--- src/hw/mips_pkg.sv ---
package mips_pkg;

    localparam int WORD_W      = 32;
    localparam int REG_NUM     = 32;
    localparam int REG_ADDR_W  = 5;
    localparam int DEBUG_WEN_W = 4;
    localparam int IMM_W       = 16;
    localparam int SHAMT_W     = 5;

    typedef logic [WORD_W-1:0]     word_t;
    typedef logic [REG_ADDR_W-1:0] reg_addr_t;
    typedef logic [2*WORD_W-1:0]   dword_t;

    // ADDIU issues as ADDU and ORI as OR, immediate in src2
    typedef enum logic [4:0] {
        EXE_NOP,
        EXE_ADDU,
        EXE_SUBU,
        EXE_AND,
        EXE_OR,
        EXE_XOR,
        EXE_SLT,
        EXE_SLL,
        EXE_LUI,
        EXE_MULT,
        EXE_MULTU,
        EXE_MFHI,
        EXE_MFLO,
        EXE_MTHI,
        EXE_MTLO
    } exe_op_e;

    // primary opcode
    localparam logic [5:0] OP_SPECIAL = 6'b000000;
    localparam logic [5:0] OP_ADDIU   = 6'b001001;
    localparam logic [5:0] OP_ORI     = 6'b001101;
    localparam logic [5:0] OP_LUI     = 6'b001111;

    // funct field under SPECIAL
    localparam logic [5:0] FN_SLL   = 6'b000000;
    localparam logic [5:0] FN_MFHI  = 6'b010000;
    localparam logic [5:0] FN_MTHI  = 6'b010001;
    localparam logic [5:0] FN_MFLO  = 6'b010010;
    localparam logic [5:0] FN_MTLO  = 6'b010011;
    localparam logic [5:0] FN_MULT  = 6'b011000;
    localparam logic [5:0] FN_MULTU = 6'b011001;
    localparam logic [5:0] FN_ADDU  = 6'b100001;
    localparam logic [5:0] FN_SUBU  = 6'b100011;
    localparam logic [5:0] FN_AND   = 6'b100100;
    localparam logic [5:0] FN_OR    = 6'b100101;
    localparam logic [5:0] FN_XOR   = 6'b100110;
    localparam logic [5:0] FN_SLT   = 6'b101010;

endpackage

--- src/hw/exe_op_if.sv ---
`timescale 1ns/100ps

// decoded op with final operand values, shared by both execute units
interface exe_op_if;

    logic                valid;
    mips_pkg::exe_op_e   op;
    mips_pkg::word_t     src1;
    mips_pkg::word_t     src2;
    mips_pkg::reg_addr_t wa;
    logic                wreg;
    mips_pkg::word_t     pc;

    // decode side
    modport issue (output valid, op, src1, src2, wa, wreg, pc);

    // each unit picks out its own op class
    modport exec (input valid, op, src1, src2, wa, wreg, pc);

endinterface

--- src/hw/unit_result_if.sv ---
`timescale 1ns/100ps

interface unit_result_if;

    logic                valid;
    logic                wreg;
    mips_pkg::reg_addr_t wa;
    mips_pkg::word_t     wd;
    mips_pkg::word_t     pc;

    modport produce (output valid, wreg, wa, wd, pc);

    modport consume (input valid, wreg, wa, wd, pc);

    // forwarding tap into decode, pc not needed there
    modport snoop (input valid, wreg, wa, wd);

endinterface

--- src/hw/id_stage.sv ---
`timescale 1ns/100ps

module id_stage (
    input  logic                cpu_clk_50M,
    input  logic                rst_i,
    input  logic                inst_valid_i,
    input  mips_pkg::word_t     inst_i,
    input  mips_pkg::word_t     inst_pc_i,
    input  mips_pkg::word_t     rd1_i,
    input  mips_pkg::word_t     rd2_i,
    output mips_pkg::reg_addr_t ra1_o,
    output mips_pkg::reg_addr_t ra2_o,
    unit_result_if.snoop        alu_res,
    unit_result_if.snoop        hilo_res,
    input  logic                wb_we_i,
    input  mips_pkg::reg_addr_t wb_wa_i,
    input  mips_pkg::word_t     wb_wd_i,
    exe_op_if.issue             op_o
);

    logic [5:0]          opcode;
    logic [5:0]          funct;
    logic                is_special;
    mips_pkg::exe_op_e   special_op;
    mips_pkg::exe_op_e   dec_op;
    mips_pkg::reg_addr_t dec_wa;
    logic                dec_wreg;
    mips_pkg::word_t     dec_imm;

    logic                valid_q;
    mips_pkg::exe_op_e   op_q;
    mips_pkg::reg_addr_t wa_q;
    logic                wreg_q;
    mips_pkg::word_t     pc_q;
    mips_pkg::word_t     imm_q;
    logic                imm1_q;
    logic                imm2_q;
    mips_pkg::reg_addr_t rs_q;
    mips_pkg::reg_addr_t rt_q;
    mips_pkg::word_t     raw1_q;
    mips_pkg::word_t     raw2_q;
    mips_pkg::word_t     src1;
    mips_pkg::word_t     src2;

    assign opcode     = inst_i[31:26];
    assign funct      = inst_i[5:0];
    assign is_special = (opcode == mips_pkg::OP_SPECIAL);
    assign ra1_o      = inst_i[25:21];
    assign ra2_o      = inst_i[20:16];

    always_comb begin
        case (funct)
            mips_pkg::FN_ADDU:  special_op = mips_pkg::EXE_ADDU;
            mips_pkg::FN_SUBU:  special_op = mips_pkg::EXE_SUBU;
            mips_pkg::FN_AND:   special_op = mips_pkg::EXE_AND;
            mips_pkg::FN_OR:    special_op = mips_pkg::EXE_OR;
            mips_pkg::FN_XOR:   special_op = mips_pkg::EXE_XOR;
            mips_pkg::FN_SLT:   special_op = mips_pkg::EXE_SLT;
            mips_pkg::FN_SLL:   special_op = mips_pkg::EXE_SLL;
            mips_pkg::FN_MULT:  special_op = mips_pkg::EXE_MULT;
            mips_pkg::FN_MULTU: special_op = mips_pkg::EXE_MULTU;
            mips_pkg::FN_MFHI:  special_op = mips_pkg::EXE_MFHI;
            mips_pkg::FN_MFLO:  special_op = mips_pkg::EXE_MFLO;
            mips_pkg::FN_MTHI:  special_op = mips_pkg::EXE_MTHI;
            mips_pkg::FN_MTLO:  special_op = mips_pkg::EXE_MTLO;
            default:            special_op = mips_pkg::EXE_NOP;
        endcase
    end

    // anything not listed falls through as NOP
    always_comb begin
        case (opcode)
            mips_pkg::OP_SPECIAL: dec_op = special_op;
            mips_pkg::OP_ADDIU:   dec_op = mips_pkg::EXE_ADDU;
            mips_pkg::OP_ORI:     dec_op = mips_pkg::EXE_OR;
            mips_pkg::OP_LUI:     dec_op = mips_pkg::EXE_LUI;
            default:              dec_op = mips_pkg::EXE_NOP;
        endcase
    end

    assign dec_wa = is_special ? inst_i[15:11] : inst_i[20:16];

    // no GPR write for these, nor for $0
    always_comb begin
        case (dec_op)
            mips_pkg::EXE_NOP, mips_pkg::EXE_MULT, mips_pkg::EXE_MULTU,
            mips_pkg::EXE_MTHI, mips_pkg::EXE_MTLO: dec_wreg = 1'b0;
            default:                                dec_wreg = (dec_wa != '0);
        endcase
    end

    // shamt for SLL, sign extended for ADDIU, zero extended otherwise
    always_comb begin
        if (is_special) begin
            dec_imm = {{(mips_pkg::WORD_W - mips_pkg::SHAMT_W){1'b0}},
                       inst_i[6 +: mips_pkg::SHAMT_W]};
        end else if (opcode == mips_pkg::OP_ADDIU) begin
            dec_imm = {{(mips_pkg::WORD_W - mips_pkg::IMM_W){inst_i[mips_pkg::IMM_W-1]}},
                       inst_i[mips_pkg::IMM_W-1:0]};
        end else begin
            dec_imm = {{(mips_pkg::WORD_W - mips_pkg::IMM_W){1'b0}},
                       inst_i[mips_pkg::IMM_W-1:0]};
        end
    end

    always_ff @(posedge cpu_clk_50M) begin
        if (rst_i) begin
            valid_q <= 1'b0;
        end else begin
            valid_q <= inst_valid_i;
        end
    end

    always_ff @(posedge cpu_clk_50M) begin
        op_q   <= dec_op;
        wa_q   <= dec_wa;
        wreg_q <= dec_wreg;
        pc_q   <= inst_pc_i;
        imm_q  <= dec_imm;
        imm1_q <= (dec_op == mips_pkg::EXE_SLL);
        imm2_q <= !is_special;
        rs_q   <= ra1_o;
        rt_q   <= ra2_o;
        raw1_q <= rd1_i;
        raw2_q <= rd2_i;
    end

    // youngest writer wins: unit results, then writeback, then the raw read
    function automatic mips_pkg::word_t fwd_src(input mips_pkg::reg_addr_t ra,
                                                input mips_pkg::word_t raw);
        mips_pkg::word_t val;
        val = raw;
        if (wb_we_i && (wb_wa_i == ra)) begin
            val = wb_wd_i;
        end
        if (hilo_res.valid && hilo_res.wreg && (hilo_res.wa == ra)) begin
            val = hilo_res.wd;
        end
        if (alu_res.valid && alu_res.wreg && (alu_res.wa == ra)) begin
            val = alu_res.wd;
        end
        return val;
    endfunction

    always_comb begin
        src1 = imm1_q ? imm_q : fwd_src(rs_q, raw1_q);
        src2 = imm2_q ? imm_q : fwd_src(rt_q, raw2_q);
    end

    assign op_o.valid = valid_q;
    assign op_o.op    = op_q;
    assign op_o.src1  = src1;
    assign op_o.src2  = src2;
    assign op_o.wa    = wa_q;
    assign op_o.wreg  = wreg_q;
    assign op_o.pc    = pc_q;

endmodule

--- src/flat_wrapper.sv ---
// flat-port wrapper written by rule: the top's interface ports become plain ports
module id_stage_flat 
  (cpu_clk_50M, rst_i, inst_valid_i, inst_i, inst_pc_i, rd1_i, rd2_i, ra1_o, ra2_o, wb_we_i, wb_wa_i, wb_wd_i, alu_res_valid, alu_res_wreg, alu_res_wa, alu_res_wd, hilo_res_valid, hilo_res_wreg, hilo_res_wa, hilo_res_wd, op_o_valid, op_o_op, op_o_src1, op_o_src2, op_o_wa, op_o_wreg, op_o_pc);
  unit_result_if alu_res_i ();
  unit_result_if hilo_res_i ();
  exe_op_if op_o_i ();
  input  logic cpu_clk_50M;
  input  logic rst_i;
  input  logic inst_valid_i;
  input  mips_pkg::word_t inst_i;
  input  mips_pkg::word_t inst_pc_i;
  input  mips_pkg::word_t rd1_i;
  input  mips_pkg::word_t rd2_i;
  output mips_pkg::reg_addr_t ra1_o;
  output mips_pkg::reg_addr_t ra2_o;
  input  logic wb_we_i;
  input  mips_pkg::reg_addr_t wb_wa_i;
  input  mips_pkg::word_t wb_wd_i;
  input wire logic [$bits(alu_res_i.valid)-1:0] alu_res_valid;
  input wire logic [$bits(alu_res_i.wreg)-1:0] alu_res_wreg;
  input wire logic [$bits(alu_res_i.wa)-1:0] alu_res_wa;
  input wire logic [$bits(alu_res_i.wd)-1:0] alu_res_wd;
  input wire logic [$bits(hilo_res_i.valid)-1:0] hilo_res_valid;
  input wire logic [$bits(hilo_res_i.wreg)-1:0] hilo_res_wreg;
  input wire logic [$bits(hilo_res_i.wa)-1:0] hilo_res_wa;
  input wire logic [$bits(hilo_res_i.wd)-1:0] hilo_res_wd;
  output wire logic [$bits(op_o_i.valid)-1:0] op_o_valid;
  output wire logic [$bits(op_o_i.op)-1:0] op_o_op;
  output wire logic [$bits(op_o_i.src1)-1:0] op_o_src1;
  output wire logic [$bits(op_o_i.src2)-1:0] op_o_src2;
  output wire logic [$bits(op_o_i.wa)-1:0] op_o_wa;
  output wire logic [$bits(op_o_i.wreg)-1:0] op_o_wreg;
  output wire logic [$bits(op_o_i.pc)-1:0] op_o_pc;
  assign alu_res_i.valid = alu_res_valid;
  assign alu_res_i.wreg = alu_res_wreg;
  assign alu_res_i.wa = alu_res_wa;
  assign alu_res_i.wd = alu_res_wd;
  assign hilo_res_i.valid = hilo_res_valid;
  assign hilo_res_i.wreg = hilo_res_wreg;
  assign hilo_res_i.wa = hilo_res_wa;
  assign hilo_res_i.wd = hilo_res_wd;
  assign op_o_valid = op_o_i.valid;
  assign op_o_op = op_o_i.op;
  assign op_o_src1 = op_o_i.src1;
  assign op_o_src2 = op_o_i.src2;
  assign op_o_wa = op_o_i.wa;
  assign op_o_wreg = op_o_i.wreg;
  assign op_o_pc = op_o_i.pc;
  id_stage u_core (.cpu_clk_50M(cpu_clk_50M), .rst_i(rst_i), .inst_valid_i(inst_valid_i), .inst_i(inst_i), .inst_pc_i(inst_pc_i), .rd1_i(rd1_i), .rd2_i(rd2_i), .ra1_o(ra1_o), .ra2_o(ra2_o), .alu_res(alu_res_i), .hilo_res(hilo_res_i), .wb_we_i(wb_we_i), .wb_wa_i(wb_wa_i), .wb_wd_i(wb_wd_i), .op_o(op_o_i));
endmodule
--- config.mk ---
export PLATFORM = sky130hd
export DESIGN_NAME = id_stage_flat
export DESIGN_NICKNAME = d
export VERILOG_FILES = /design/src/hw/mips_pkg.sv /design/src/hw/exe_op_if.sv /design/src/hw/unit_result_if.sv /design/src/hw/id_stage.sv /design/src/flat_wrapper.sv
export SDC_FILE = /design/constraint.sdc
export NUM_CORES = 1
export LEC_CHECK = 0
export ABC_AREA = 1
export BUFFER_PORTS_ARGS = -buffer_cell sky130_fd_sc_hd__buf_2
export CORE_AREA = 5 5 138 140
export DETAILED_ROUTE_END_ITERATION = 10
export DIE_AREA = 0 0 143 145
export PLACE_DENSITY = 0.81
export SLEW_MARGIN = 20
export SYNTH_ARGS = -nofsm -noshare
export SYNTH_HDL_FRONTEND = slang
export SYNTH_SLANG_ARGS = --single-unit
--- constraint.sdc ---
create_clock -name cpu_clk_50M -period 2.3 [get_ports cpu_clk_50M]
set_clock_uncertainty 0.2 [all_clocks]
set_input_delay 0.23 -clock cpu_clk_50M [delete_from_list [all_inputs] [get_ports cpu_clk_50M]]
set_output_delay 0.23 -clock cpu_clk_50M [all_outputs]
set_load 0.03 [all_outputs]
== Yosys cells after proc, flatten, opt, wreduce, memory -nomap -nowiden ==
Memory sizes are Yosys's and may differ from the RTL's.
Index checks and enable logic that the tools add are counted.

* Bits in read-only memories: 256
* Bits of input ports: 247
* Output and inout port bits: 118
* Flip-flop bits (word level): 137
* Memories: 1
* Memory bits (writable): 0
* Bits in latches: 0
* Word-level logic and storage cells: 55

{| class="wikitable"
|+ Memories
! name !! depth !! bits a word !! rd ports !! clocked after Yosys merged registers in !! wr ports !! RTL line !! source
|-
| (no name shown) || 64 || 4 || 1 || 0 || 0 || id_stage.sv:52 || <nowiki>case (funct)</nowiki>
|}

* Eq/ne operators: 14
* Add/subtract/negate cells: 0
* Shift operators: 0
* Reductions and logical operators: 14
* Div/mod/pow operators: 0
* Bitwise gates (word level): 1
* Magnitude comparators: 0
* Mux-type cells: 11
* Multiply operators: 0

{| class="wikitable"
|+ Operators by type and width
! operator !! number
|-
| $mux W32 || 8
|-
| $eq A5 B5 Y1 || 6
|-
| $eq A5 B4 Y1 const B || 4
|-
| $pmux W5 S4 || 1
|-
| $eq A6 B4 Y1 const B || 3
|-
| $mux W5 || 2
|-
| $logic_and A1 B1 Y1 || 8
|-
| $logic_not A6 Y1 || 1
|-
| $eq A5 B3 Y1 const B || 1
|-
| $logic_not A5 Y1 || 1
|-
| $reduce_bool A5 Y1 || 1
|-
| $reduce_or A5 Y1 || 1
|-
| $reduce_or A2 Y1 || 1
|-
| $logic_not A1 Y1 || 1
|-
| $not A1 Y1 || 1
|}

== Longest topological paths before layout ==
* Word-level depth: 6
* Depth in mapped cells: 12
* Mapped depth without buffers: 12

== Worst setup path before layout ==
Ideal clock, no wire load.

* Path kind: flip-flop to output port
* Start point: register u_core.rs_q[4]
* End point: output op_o_src1[27]
* Arrival time: 1485 ps
* Path slack: 385 ps
* Stages on the path, launching flop included: 12
* Buffers on the path: 1
* Required time: 1870 ps
* Cell sequence: dfxtp_1 > inv_2 > nand2_1 > nand2_1 > nor3_4 > nand2_2 > buf_6 > nand2_1 > nand3_1 > nand2_1 > nand2_1 > nand2_1

* Cells in the longest elaborated chain, start to end: 6
* Elaborated cells between the ends (all ways): 10
* Those cells by class: 3 x eq/ne; 4 x mux; 3 x reduce/logical

{| class="wikitable"
|+ RTL lines
! element !! RTL line !! source
|-
| start, declared || id_stage.sv:38 || <nowiki>mips_pkg::reg_addr_t rs_q;</nowiki>
|-
| start signal, assigned || id_stage.sv:122 || <nowiki>rs_q <= ra1_o;</nowiki>
|-
| $eq A5 B5 Y1 || id_stage.sv:133 || <nowiki>if (wb_we_i && (wb_wa_i == ra)) begin</nowiki>
|-
| $logic_and A1 B1 Y1 || id_stage.sv:133 ||
|-
| $mux W32 || id_stage.sv:133 ||
|-
| $mux W32 || id_stage.sv:136 || <nowiki>if (hilo_res.valid && hilo_res.wreg && (hilo_res.wa == ra)) begin</nowiki>
|-
| $mux W32 * || id_stage.sv:139 || <nowiki>if (alu_res.valid && alu_res.wreg && (alu_res.wa == ra)) begin</nowiki>
|-
| $mux W32 * || id_stage.sv:146 || <nowiki>src1 = imm1_q ? imm_q : fwd_src(rs_q, raw1_q);</nowiki>
|-
| end, declared || flat_wrapper.sv:29 || <nowiki>output wire logic [$bits(op_o_i.src1)-1:0] op_o_src1;</nowiki>
|}

Every way passes the cells marked *; elsewhere a longest branch is shown, timed or not.

== Worst setup path after layout ==
* Start point: register u_core.rt_q[3]
* End point: output op_o_src2[26]

* Cells in the longest elaborated chain, start to end: 6
* Elaborated cells between the ends (all ways): 10
* Those cells by class: 3 x eq/ne; 4 x mux; 3 x reduce/logical

{| class="wikitable"
|+ RTL lines
! element !! RTL line !! source
|-
| start, declared || id_stage.sv:39 || <nowiki>mips_pkg::reg_addr_t rt_q;</nowiki>
|-
| start signal, assigned || id_stage.sv:123 || <nowiki>rt_q <= ra2_o;</nowiki>
|-
| $eq A5 B5 Y1 || id_stage.sv:133 ||
|-
| $logic_and A1 B1 Y1 || id_stage.sv:133 ||
|-
| $mux W32 || id_stage.sv:133 ||
|-
| $mux W32 || id_stage.sv:136 ||
|-
| $mux W32 * || id_stage.sv:139 ||
|-
| $mux W32 * || id_stage.sv:147 || <nowiki>src2 = imm2_q ? imm_q : fwd_src(rt_q, raw2_q);</nowiki>
|-
| end, declared || flat_wrapper.sv:30 || <nowiki>output wire logic [$bits(op_o_i.src2)-1:0] op_o_src2;</nowiki>
|}

Marks and branches as above.

==> results.json <==
{
  "tightest_slew_ns": 0.867,
  "status": "finished, violations left",
  "ios": 365,
  "synth_fp_nets": 1463,
  "grt_pass1_wl_um": 57100,
  "port_buffers": 363,
  "place_hpwl_um": 22200,
  "overflow": 0,
  "finalCritPeriodShare": 1.16,
  "yosysWarningCount": 0,
  "core_um2": 17700,
  "initialDrtViolationCount": 1193,
  "track_usage": 0.350,
  "dieWidth_um": 143,
  "critPathMaxStageDelay_ns": 0.33,
  "grt_max_degree": 30,
  "end_kind": "primary output",
  "crit_path_cell_trace": "buf_4 > nand2_4 > nand2_4 > nor3_4 > nand3_4 > buf_12 > buf_16 > nand3_1 > nand2_1 > nand2_1 > nand2_1 > buf_6",
  "num_rows": 49,
  "routedWlPerCell_um": 21.1,
  "die_area_um2": 20700,
  "dr.pass1.iters": 7,
  "fin_ws_ns": -0.376,
  "final_hold_viol_count": 0,
  "synth_seq_cells": 136,
  "clock_sinks": 136,
  "most-common-layout-cells": "buf_2, nand2_1, inv_1",
  "finish.net_count": 1995,
  "slew_headroom": 0.421,
  "netlist_top_cells_area": "dfxtp_1, nand2_1, inv_1, nand3_1, nor2_1",
  "whs_ns": 0.0527,
  "startpoint_type": "flop",
  "clockBufferDepth": 2,
  "cp_slowest_cell": "dfxtp_2",
  "ant_nets": 0,
  "rsz0062_at_grt": "yes",
  "fin_cells": 1989,
  "slew_violations": 0,
  "antenna_found_initial": 3,
  "synth_top_area_frac": 0.372,
  "max-vdd-ir-drop_mv": 0.585,
  "grt_pass1_vias": 10900,
  "layout-drive-gt1-share": 0.444,
  "synth_largest_area_cell": "dfxtp_1",
  "power_density_nw_per_um2": 507,
  "seq_area_frac_synth": 0.372,
  "synth_area_per_cell_um2": 6.04,
  "post-route-drc-count": 0,
  "h-tree-depth": 4,
  "num_vias": 10800,
  "cts-root-buf": "clkbuf_16",
  "cellLeakagePower_nw": 7.78,
  "numCtsBuffers": 17,
  "final_common_cell": "buf_2",
  "dpl.cell_count": 1772,
  "area_delta_synth_final_pct": 95.3,
  "worstSetupPathType": "reg -> out",
  "drt-total-wl_um": 42000,
  "cts_tree": "done",
  "min_period_ns": 2.68,
  "critical_path.max_fanout": 5,
  "critPathMostFrequentCell": "nand2_1",
  "violations": "negative setup slack",
  "drv_cap": 0,
  "holdCritPathClass": "in -> reg",
  "finalSetupViolCount": 64,
  "fp.dieH_um": 145,
  "initial_core_util": 0.413,
  "syn_area_um2": 7310,
  "worstPathArrival_ns": 2.25,
  "vias_per_cell": 5.44,
  "required_ns": 1.87,
  "path_clk_slew_ns": 0.07,
  "utilization": 0.806,
  "routabilityCongestion": 0.970,
  "synthesis.instances": 1211,
  "fmax_ghz": 0.374,
  "ys_types": 32
}
[worst max-delay path, delay by kind of cell, from the launching register on]
family,cells,cell delay (ns)
AND/OR/NAND/NOR,8,0.84
buffers and inverters,4,0.65
flip-flops,1,0.33
[Yosys cell counts, drive strengths merged]
cell / count
conb: 1
nand3: 141
o21a: 1
xnor2: 5
o21bai: 1
a21oi: 68
nor2: 163
nor3: 7
xor2: 2
o2111ai: 2
nand3b: 1
buf: 44
inv: 209
nand4: 4
nor3b: 1
clkbuf: 24
o211ai: 2
a21boi: 1
o21ai: 10
dfxtp: 136
ha: 5
nand2: 381
o22ai: 2
[power breakdown]
part	total (W)	switching [W]	leakage, nW	internal, W
Sequential	0.00253	0.0000577	1.15	0.00248
Combinational	0.00183	0.00104	6.33	0.000791
Clock	0.00288	0.00139	0.301	0.00149
[registers in the layout, indices dropped and copies added (netlist names)]
register / flops
u_core.imm1_q: 1
u_core.op_o.op: 4
u_core.imm_q: 17
u_core.imm2_q: 1
u_core.op_o.wa: 5
u_core.op_o.wreg: 1
u_core.raw2_q: 32
u_core.raw1_q: 32
u_core.op_o.valid: 1
u_core.rt_q: 5
u_core.op_o.pc: 32
u_core.rs_q: 5
[final cells by class]
type	instances	area [um^2]
Tap cell	229	287
Timing Repair Buffer	580	5020
Antenna cell	4	10.0
Clock inverter	15	199
Multi-Input combinational cell	799	4800
Fill cell	1016	3430
Clock buffer	17	425
Sequential cell	136	2750
Inverter	209	795
[cells by family (layout without fill, tap and decap cells)]
| kind of cell | after synthesis | in the layout | synth area share |
|---|---|---|---|
| adders and majority gates | 5 | 5 | 0.00856 |
| DFF | 136 | 136 | 0.372 |
| other | 1 | 5 | 0.000513 |
| xor gates and xnor gates | 7 | 7 | 0.00838 |
| AOI/OAI and AO/OA | 87 | 87 | 0.0626 |
| and+or+nand+nor | 698 | 699 | 0.392 |
| buffers and inverters | 277 | 821 | 0.156 |
[path summary, 6_finish.rpt]
check,startpoint,to,slack [ns],cells past startpoint
setup / recovery,u_core.rt_q[3],op_o_src2[26],-0.38,12
hold / removal,inst_i[26],u_core.op_o.op[3],0.05,3
[what timing repair did]
action | in CTS | in global routing
resized for setup | 318 | 238
endpoints found under the setup margin | 64 | 66
endpoints found under the hold margin | 130 | 0
buffers inserted | 31 | 0
gates cloned | 22 | 7
pin swaps | 90 | 125
hold buffers | 125 | 0
[metal layers]
layer | vias to the layer above | GRT usage | routed length, um
li1 | 4724 | - | -
met1 | 4854 | 0.381 | 13900
met2 | 925 | 0.588 | 20000
met3 | 319 | 0.0987 | 4670
met4 | 0 | 0.227 | 3520
met5 | - | 0 | 0
[stage by stage]
step | power [W] | setup TNS [ns] | cell area, um^2 | worst slack, ns
2_1_floorplan | 0.00324 | 0 | 7310 | 0.385
3_3_place_gp | 0.00374 | -8.14 | 9490 | -0.407
3_5_place_dp | 0.00375 | -8.89 | 9490 | -0.433
4_1_cts | 0.00701 | -16.44 | 13300 | -0.305
5_1_grt | 0.00745 | -24.17 | 14300 | -0.474
6_report | 0.00724 | -19.08 | 14300 | -0.376
(Power assumes the default switching activity.)
